File: src/his_macros.svh
`ifndef HIS_MACROS_SVH
`define HIS_MACROS_SVH

// coarse time-bin code width, 16 bins per histogram
`define HIS_BIN_BITS 4

// fine code width for window bounds
`define HIS_FINE_BITS 8

// pixels sharing one bin-count memory
`define HIS_PIXELS 4

// samples taken on each pixel visit
`define HIS_SAMPLES_PER_PIXEL 4

// acquisitions in one frame
`define HIS_ACQ_NUM 3

// bin count width
// frame max is samples per pixel times acquisitions, 12 here
`define HIS_COUNT_BITS 8

`endif

File: src/hisPkg.sv
`default_nettype none

`include "his_macros.svh"

package hisPkg;

    // pixel index width
    // kept at least one bit for a single-pixel build
    localparam int PIX_BITS = (`HIS_PIXELS > 1) ? $clog2(`HIS_PIXELS) : 1;

    // coarse bin code as delivered by the front end
    typedef logic [`HIS_BIN_BITS-1:0] binAddrT;

    // one histogram count
    typedef logic [`HIS_COUNT_BITS-1:0] binCountT;

    // pixel index inside the memory
    typedef logic [PIX_BITS-1:0] pixelIdxT;

    // fine-window bound
    typedef logic [`HIS_FINE_BITS-1:0] fineCodeT;

endpackage

`default_nettype wire

File: src/hisBinMemory.sv
`default_nettype none

`include "his_macros.svh"

module hisBinMemory (
    input  wire logic             clk,
    input  wire logic             combin_res,
    input  wire logic             accept,
    input  wire hisPkg::pixelIdxT curPixel,
    input  wire hisPkg::binAddrT  sampleBin,
    input  wire logic             clearAll,
    output logic                  updValid,
    output hisPkg::pixelIdxT      updPixel,
    output hisPkg::binAddrT       updBin,
    output hisPkg::binCountT      updCount
);

    import hisPkg::*;

    // one row of 2**bin bits entries per pixel
    localparam int ADDR_BITS = PIX_BITS + `HIS_BIN_BITS;
    localparam int DEPTH = 1 << ADDR_BITS;

    binCountT             countMem [DEPTH];
    logic [DEPTH-1:0]     entryValid;
    logic [ADDR_BITS-1:0] entryAddr;
    binCountT             oldCount;
    binCountT             newCount;

    // pixel selects the histogram, bin selects the entry
    assign entryAddr = {curPixel, sampleBin};

    // cleared entry reads as zero
    assign oldCount = entryValid[entryAddr] ? countMem[entryAddr] : '0;
    assign newCount = oldCount + binCountT'(1);

    // valid bits and update strobe
    always_ff @(posedge clk or negedge combin_res) begin
        if (!combin_res) begin
            entryValid <= '0;
            updValid <= 1'b0;
        end else begin
            // whole memory cleared in one cycle
            if (clearAll) begin
                entryValid <= '0;
            end else if (accept) begin
                entryValid[entryAddr] <= 1'b1;
            end
            updValid <= accept;
        end
    end

    // count storage, written at the accepting edge
    always_ff @(posedge clk) begin
        if (accept) begin
            countMem[entryAddr] <= newCount;
        end
    end

    // updated count for the peak tracker
    // visible one cycle after acceptance
    always_ff @(posedge clk) begin
        if (accept) begin
            updPixel <= curPixel;
            updBin <= sampleBin;
            updCount <= newCount;
        end
    end

endmodule

`default_nettype wire

File: src/hisBuilderTop.sv
`default_nettype none

module hisBuilderTop (
    input  wire logic            clk,
    input  wire logic            combin_res,
    input  wire logic            sampleValid,
    input  wire hisPkg::binAddrT sampleBin,
    output logic                 sampleReady,
    output logic                 resultValid,
    output hisPkg::pixelIdxT     resultPixel,
    output hisPkg::binAddrT      peakBin,
    output hisPkg::binCountT     peakCount,
    output hisPkg::fineCodeT     windowLow,
    output hisPkg::fineCodeT     windowHigh,
    output logic                 frameParity
);

    import hisPkg::*;

    // sequencer to memory
    logic     accept;
    pixelIdxT curPixel;
    // memory to tracker
    logic     updValid;
    pixelIdxT updPixel;
    binAddrT  updBin;
    binCountT updCount;
    // frame control
    logic     frameDone;
    logic     streamDone;
    logic     clearAll;
    // tracker to window calculator
    logic     peakReq;
    binAddrT  reqBin;

    hisSequencer hisSequencer_i (
        .clk        (clk),
        .combin_res (combin_res),
        .sampleValid(sampleValid),
        .sampleReady(sampleReady),
        .accept     (accept),
        .curPixel   (curPixel),
        .frameDone  (frameDone),
        .streamDone (streamDone),
        .clearAll   (clearAll),
        .frameParity(frameParity)
    );

    hisBinMemory hisBinMemory_i (
        .clk       (clk),
        .combin_res(combin_res),
        .accept    (accept),
        .curPixel  (curPixel),
        .sampleBin (sampleBin),
        .clearAll  (clearAll),
        .updValid  (updValid),
        .updPixel  (updPixel),
        .updBin    (updBin),
        .updCount  (updCount)
    );

    hisPeakTracker hisPeakTracker_i (
        .clk        (clk),
        .combin_res (combin_res),
        .updValid   (updValid),
        .updPixel   (updPixel),
        .updBin     (updBin),
        .updCount   (updCount),
        .frameDone  (frameDone),
        .clearAll   (clearAll),
        .peakReq    (peakReq),
        .reqBin     (reqBin),
        .resultValid(resultValid),
        .resultPixel(resultPixel),
        .peakBin    (peakBin),
        .peakCount  (peakCount),
        .streamDone (streamDone)
    );

    hisWindowCalc hisWindowCalc_i (
        .clk       (clk),
        .combin_res(combin_res),
        .peakReq   (peakReq),
        .reqBin    (reqBin),
        .windowLow (windowLow),
        .windowHigh(windowHigh)
    );

endmodule

`default_nettype wire

File: src/hisPeakTracker.sv
`default_nettype none

`include "his_macros.svh"

module hisPeakTracker (
    input  wire logic             clk,
    input  wire logic             combin_res,
    input  wire logic             updValid,
    input  wire hisPkg::pixelIdxT updPixel,
    input  wire hisPkg::binAddrT  updBin,
    input  wire hisPkg::binCountT updCount,
    input  wire logic             frameDone,
    input  wire logic             clearAll,
    output logic                  peakReq,
    output hisPkg::binAddrT       reqBin,
    output logic                  resultValid,
    output hisPkg::pixelIdxT      resultPixel,
    output hisPkg::binAddrT       peakBin,
    output hisPkg::binCountT      peakCount,
    output logic                  streamDone
);

    import hisPkg::*;

    // running maximum and its bin per pixel
    binCountT maxCount [`HIS_PIXELS];
    binAddrT  maxBin [`HIS_PIXELS];

    logic     walking;
    pixelIdxT walkIdx;
    logic     lastWalk;

    assign lastWalk = (walkIdx == pixelIdxT'(`HIS_PIXELS - 1));

    // peak bin goes to the window calculator while walking
    assign peakReq = walking;
    assign reqBin = maxBin[walkIdx];

    always_ff @(posedge clk or negedge combin_res) begin
        if (!combin_res) begin
            for (int i = 0; i < `HIS_PIXELS; i++) begin
                maxCount[i] <= '0;
                maxBin[i] <= '0;
            end
            walking <= 1'b0;
            walkIdx <= '0;
            resultValid <= 1'b0;
            streamDone <= 1'b0;
        end else begin
            // strictly greater only
            // on a tie the earlier bin keeps the peak
            if (clearAll) begin
                for (int i = 0; i < `HIS_PIXELS; i++) begin
                    maxCount[i] <= '0;
                    maxBin[i] <= '0;
                end
            end else if (updValid && (updCount > maxCount[updPixel])) begin
                maxCount[updPixel] <= updCount;
                maxBin[updPixel] <= updBin;
            end

            // walk pixels in ascending order after frame end
            // last update lands on the same edge the walk starts
            if (frameDone) begin
                walking <= 1'b1;
                walkIdx <= '0;
            end else if (walking) begin
                if (lastWalk) begin
                    walking <= 1'b0;
                    walkIdx <= '0;
                end else begin
                    walkIdx <= walkIdx + 1'b1;
                end
            end

            // result one cycle behind the request, in step with the window
            resultValid <= walking;
            streamDone <= walking & lastWalk;
        end
    end

    // result payload
    always_ff @(posedge clk) begin
        if (walking) begin
            resultPixel <= walkIdx;
            peakBin <= maxBin[walkIdx];
            peakCount <= maxCount[walkIdx];
        end
    end

endmodule

`default_nettype wire

File: src/hisSequencer.sv
`default_nettype none

`include "his_macros.svh"

module hisSequencer (
    input  wire logic        clk,
    input  wire logic        combin_res,
    input  wire logic        sampleValid,
    output logic             sampleReady,
    output logic             accept,
    output hisPkg::pixelIdxT curPixel,
    output logic             frameDone,
    input  wire logic        streamDone,
    output logic             clearAll,
    output logic             frameParity
);

    import hisPkg::*;

    // counter widths hold the terminal value
    localparam int SAMPLE_BITS = $clog2(`HIS_SAMPLES_PER_PIXEL + 1);
    localparam int ACQ_BITS = $clog2(`HIS_ACQ_NUM + 1);

    logic [SAMPLE_BITS-1:0] sampleCnt;
    logic [ACQ_BITS-1:0]    acqCnt;
    logic                   lastSample;
    logic                   lastPixel;
    logic                   lastAcq;
    logic                   lastOfFrame;

    // valid/ready handshake
    assign accept = sampleValid & sampleReady;

    // terminal counts of the nested counters
    assign lastSample = (sampleCnt == SAMPLE_BITS'(`HIS_SAMPLES_PER_PIXEL - 1));
    assign lastPixel = (curPixel == pixelIdxT'(`HIS_PIXELS - 1));
    assign lastAcq = (acqCnt == ACQ_BITS'(`HIS_ACQ_NUM - 1));
    // last sample of last pixel in last acquisition
    assign lastOfFrame = lastSample & lastPixel & lastAcq;

    always_ff @(posedge clk or negedge combin_res) begin
        if (!combin_res) begin
            sampleCnt <= '0;
            curPixel <= '0;
            acqCnt <= '0;
            sampleReady <= 1'b1;
            frameDone <= 1'b0;
            clearAll <= 1'b0;
            frameParity <= 1'b0;
        end else begin
            // single-cycle pulses
            frameDone <= accept & lastOfFrame;
            clearAll <= 1'b0;

            // sample count inside one pixel visit
            if (accept) begin
                if (lastSample) begin
                    sampleCnt <= '0;
                    // next pixel, wraps into next acquisition
                    if (lastPixel) begin
                        curPixel <= '0;
                        if (lastAcq) begin
                            acqCnt <= '0;
                        end else begin
                            acqCnt <= acqCnt + 1'b1;
                        end
                    end else begin
                        curPixel <= curPixel + 1'b1;
                    end
                end else begin
                    sampleCnt <= sampleCnt + 1'b1;
                end
            end

            // input closed from last accepted sample until the clear is done
            if (accept && lastOfFrame) begin
                sampleReady <= 1'b0;
            end else if (clearAll) begin
                sampleReady <= 1'b1;
            end

            // streamDone comes with the last result
            // clear and parity flip on the following cycle
            if (streamDone && !sampleReady) begin
                clearAll <= 1'b1;
                frameParity <= ~frameParity;
            end
        end
    end

endmodule

`default_nettype wire

File: src/hisWindowCalc.sv
`default_nettype none

`include "his_macros.svh"

module hisWindowCalc (
    input  wire logic            clk,
    input  wire logic            combin_res,
    input  wire logic            peakReq,
    input  wire hisPkg::binAddrT reqBin,
    output hisPkg::fineCodeT     windowLow,
    output hisPkg::fineCodeT     windowHigh
);

    import hisPkg::*;

    // coarse to fine scale, 16 here
    localparam int SHIFT = `HIS_FINE_BITS - `HIS_BIN_BITS;
    // half window is half a coarse bin in fine units
    localparam fineCodeT HALF_WIN = fineCodeT'(1 << (SHIFT - 1));
    localparam fineCodeT FULL_WIN = HALF_WIN << 1;
    localparam fineCodeT FINE_MAX = '1;

    fineCodeT scaled;
    fineCodeT lowNext;
    fineCodeT highNext;

    assign scaled = fineCodeT'(reqBin) << SHIFT;

    // clamp so the window stays inside the fine range
    always_comb begin
        if (scaled <= HALF_WIN) begin
            // pinned to the bottom
            lowNext = '0;
            highNext = FULL_WIN;
        end else if (scaled >= FINE_MAX - HALF_WIN) begin
            // pinned to the top
            lowNext = FINE_MAX - FULL_WIN;
            highNext = FINE_MAX;
        end else begin
            lowNext = scaled - HALF_WIN;
            highNext = scaled + HALF_WIN;
        end
    end

    // window held between requests
    always_ff @(posedge clk or negedge combin_res) begin
        if (!combin_res) begin
            windowLow <= '0;
            windowHigh <= FULL_WIN;
        end else if (peakReq) begin
            windowLow <= lowNext;
            windowHigh <= highNext;
        end
    end

endmodule

`default_nettype wire

File: config.mk
export PLATFORM = sky130hd
export DESIGN_NAME = hisBuilderTop
export DESIGN_NICKNAME = d
export VERILOG_FILES = /design/src/hisPkg.sv /design/src/hisBinMemory.sv /design/src/hisBuilderTop.sv /design/src/hisPeakTracker.sv /design/src/hisSequencer.sv /design/src/hisWindowCalc.sv
export VERILOG_INCLUDE_DIRS = /design/src /design/src/src
export SDC_FILE = /design/constraint.sdc
export NUM_CORES = 1
export LEC_CHECK = 0
export BUFFER_PORTS_ARGS = -buffer_cell sky130_fd_sc_hd__buf_2
export CAP_MARGIN = 40
export CORE_MARGIN = 10
export CORE_UTILIZATION = 40
export CTS_CLUSTER_DIAMETER = 60
export DETAILED_ROUTE_END_ITERATION = 8
export GPL_ROUTABILITY_DRIVEN = 1
export GPL_TIMING_DRIVEN = 0
export MAX_ROUTING_LAYER = met4
export PLACE_DENSITY_LB_ADDON = 0.12
export SETUP_SLACK_MARGIN = 0.2
export SKIP_LAST_GASP = 1
export SLEW_MARGIN = 20
export SYNTH_ARGS = -nofsm -noshare
export SYNTH_HDL_FRONTEND = slang
export SYNTH_SLANG_ARGS = --single-unit
File: constraint.sdc
create_clock -name clk -period 7.1 [get_ports clk]
set_clock_uncertainty 0.2 [all_clocks]
set_input_delay 1.42 -clock clk [delete_from_list [all_inputs] [get_ports clk]]
set_output_delay 1.42 -clock clk [all_outputs]
set_load 0.05 [all_outputs]
==> flow_metrics.tcl <==
set metrics [dict create \
    status "complete, no violations" \
    reg2reg_depth 16 \
    power_mw 12.8 \
    critPathArrivalTime_ns 6.96 \
    yosysTopAreaCell "edfxtp_1" \
    fin_crit_ns 6.70 \
    final_antenna_net_count 0 \
    hpwl_mm 72.2 \
    dp_slack_ns -0.184 \
    cp_cell_sequence "buf_2 -> buf_2 -> buf_6 -> nand2b_1 -> o221ai_1 -> o21ai_0 -> o32ai_1 -> a211oi_4 -> or2_4 -> buf_12 -> inv_1 -> ha_4 -> inv_1 -> nor4_1 -> xnor2_1 -> nor2_4 -> buf_12 -> buf_12" \
    critPathRequiredTime_ns 7.36 \
    vias 18552 \
    drcViolationCount 0 \
    clock_latency_ns 0.64 \
    final-seq-area_um2 19700 \
    dieWidth_um 283 \
    holdWs_ns 0.234 \
    dieArea_um2 80200 \
    max_slew_margin_pct 42.4 \
    clk_pin_slew_ns 0.06 \
    finalMaxSlewViolations 0 \
    htreeDepth 3 \
    yosysUniqueCellTypes 74 \
    n_fill_cell 6036 \
    numCtsBuffers 75 \
    area_delta_synth_final_pct 17.6 \
    drt_first_iter_violations 2757 \
    synth_warnings 0 \
    fin_area_um2 32600 \
    grt_pass1_wl_mm 146 \
    ys.flop_type "edfxtp_1" \
    rows 96 \
    multiInputGateArea_um2 7340 \
    place_area_um2 30200 \
    fin_nets 2066 \
    fin_crit_sh_pct 94.4 \
    max_cap_violations 0 \
    grt_usage_pct 26.6 \
    cts_hold_buf 0 \
    hold_viol 0 \
    crit_path_frequent_cell "buf_12" \
    synth.avg_cell_area_um2 15.2 \
    port_buffers 33 \
    cp-end-kind "flop" \
    peakVddDrop_mv 0.326 \
    wl_per_cell_um 34.9 \
    hp-class "reg2reg" \
    ys_seq_area_share_pct 71.0 \
    cp_slowest_cell "nand2b_1" \
    clockBufferDepth 3 \
    setup_tns_ns 0 \
    firstDrtPassIters 6 \
    fin_ws_ns 0.396 \
    grt_start_max_net_pins 86 \
    placed_cells 2896 \
    grt-ovfl-total 0 \
    synth_cells 1827 \
    syn_area_um2 27700 \
    critical_path_class "in2reg" \
    path_max_fanout 34 \
    cts_tree "done" \
    clock-sinks 678 \
    stdcell_count 3037 \
    antenna_found_initial 1 \
    async_reset_ff_share_pct 20.4 \
    cpPeakStageDelay_ns 0.69 \
    post_drt_via_cell_ratio 6.11 \
    core_um2 68700 \
    p_leak_nw 11.8 \
    start_kind "input port" \
    wirelength_mm 106 \
    hold_depth 1 \
    gp_congestion 0.986 \
    rrSetupSlack_ns 0.97 \
    synth_area_leaders "edfxtp_1 58%, dfrtp_1 12%, mux2i_1 4.9%, nor2_1 4.0%, mux4_2 3.0%" \
    rsz0062_at_grt "false" \
    start_util_pct 40.4 \
    grt_pass1_vias 17652 \
    die_h_um 283 \
    drive_above_1_share_pct 20.3 \
    synth-seq-cells 678 \
    synth_top_area_share_pct 58.5 \
    synth_edf_count 540 \
    clockRootBuffer "clkbuf_16" \
    ios 40 \
    p_per_area_nw_per_um2 394 \
    worstMarginPinSlew_ns 0.859 \
    fmax_mhz 149 \
    setup_viol 0 \
    utilization_pct 47.4 \
]
-- registers in the layout (all words and copies together), names as in the netlist, 2 cells and up --
name,count
hisWindowCalc_i.windowLow,4
hisSequencer_i.curPixel,2
hisBinMemory_i.updPixel,2
hisWindowCalc_i.windowHigh,5
hisBinMemory_i.countMem,512
hisPeakTracker_i.maxBin,16
hisPeakTracker_i.resultPixel,2
hisPeakTracker_i.walkIdx,2
hisBinMemory_i.entryValid,64
hisPeakTracker_i.peakBin,4
hisPeakTracker_i.peakCount,8
hisPeakTracker_i.maxCount,32
hisBinMemory_i.updBin,4
hisSequencer_i.sampleCnt,3
hisBinMemory_i.updCount,8
hisSequencer_i.acqCnt,2
-- layer usage --
layer / routed length (µm) / track usage (%) / part of all wire, %
met1: 43200 / 35.3 / 41
met2: 47100 / 39.3 / 45
met3: 10400 / 5.80 / 9.9
met4: 5140 / 11.1 / 4.8
met5: 0 / - / 0
-- power by group --
group | internal (mW) | switching (mW)
Sequential | 5.51 | 0.283
Clock | 2.17 | 1.61
Combinational | 1.02 | 2.23
Total | 8.70 | 4.12
-- Yosys cell counts, drive strengths merged, types with 4 or more instances --
library cell  count
and2              4
nand2            56
a221o            24
o31ai             4
dfrtp           136
and3              5
a22o             13
nor2            295
edfxtp          540
o221ai           11
a221oi           50
mux4             37
a211oi           20
o22ai            11
o2bb2ai           6
nand3            10
a22oi            32
a211o             5
nor2b            10
nand2b            7
a21oi            75
buf              81
mux2i           137
mux2             53
nor3b             5
ha               16
clkbuf           33
o21ai            54
nor3             16
o211ai            5
inv              26
nand4             5
-- worst max-delay path: cells and delay by family --
family / cells / cell delay, ns
AO/OA/AOI/OAI: 4 / 1.82
AND/OR/NAND/NOR: 4 / 1.75
buffers and inverters: 8 / 1.54
XOR/XNOR: 1 / 0.19
adder cells (fa/ha/maj): 1 / 0.16
-- logic make-up (layout without fill, tap and decap cells) --
| family | count (synthesis) | in the layout | synth area share [%] |
|---|---|---|---|
| mux | 227 | 227 | 10.2 |
| compound gates | 333 | 333 | 8.63 |
| other cells | 1 | 7 | 0.0135 |
| flops | 678 | 678 | 71.0 |
| buf+inv | 141 | 414 | 2.87 |
| fa+ha+maj | 16 | 16 | 0.722 |
| xor+xnor | 5 | 5 | 0.158 |
| simple gates | 426 | 426 | 6.47 |
-- area by class of cell --
cell class / instances / area share (%)
antenna: 1 / 0.00768
buffer: 114 / 2.15
clock buffer: 116 / 6.73
clock inverter: 23 / 0.572
inverter: 27 / 0.311
multi-input combinational: 1013 / 22.5
sequential: 678 / 60.3
tap: 931 / 3.57
timing repair buffer: 134 / 3.80
-- layout by cell type, fill, tap and decap left out, drive strengths merged, types with 6 or more instances in the layout --
| cell | n |
|---|---|
| nand2b | 7 |
| o21ai | 54 |
| a22o | 13 |
| dfrtp | 136 |
| mux2i | 137 |
| a211oi | 20 |
| conb | 6 |
| nand3 | 10 |
| a21oi | 75 |
| a221o | 24 |
| mux2 | 53 |
| clkinv | 21 |
| edfxtp | 540 |
| nand2 | 56 |
| nor2 | 295 |
| buf | 214 |
| clkbuf | 149 |
| o221ai | 11 |
| nor3 | 16 |
| ha | 16 |
| nor2b | 10 |
| inv | 27 |
| o2bb2ai | 6 |
| a221oi | 50 |
| o22ai | 11 |
| a22oi | 32 |
| mux4 | 37 |
-- worst paths after layout --
path                                            start                             to
setup reg to reg           hisSequencer_i.curPixel[0]  hisBinMemory_i.countMem[6][6]
max in group asynchronous                  combin_res  hisBinMemory_i.entryValid[59]
hold reg to reg              hisSequencer_i.frameDone    hisPeakTracker_i.walkIdx[0]
hold / removal               hisSequencer_i.frameDone    hisPeakTracker_i.walkIdx[0]
setup / recovery                         sampleBin[0]  hisBinMemory_i.countMem[6][6]
min in group asynchronous                  combin_res    hisSequencer_i.sampleCnt[1]
-- what timing repair did --
action                                  CTS  global route
gates resized for setup                   0             2
setup buffers                             0             0
endpoints found under the setup margin    0             2
Power figures use the tool's default switching activity.
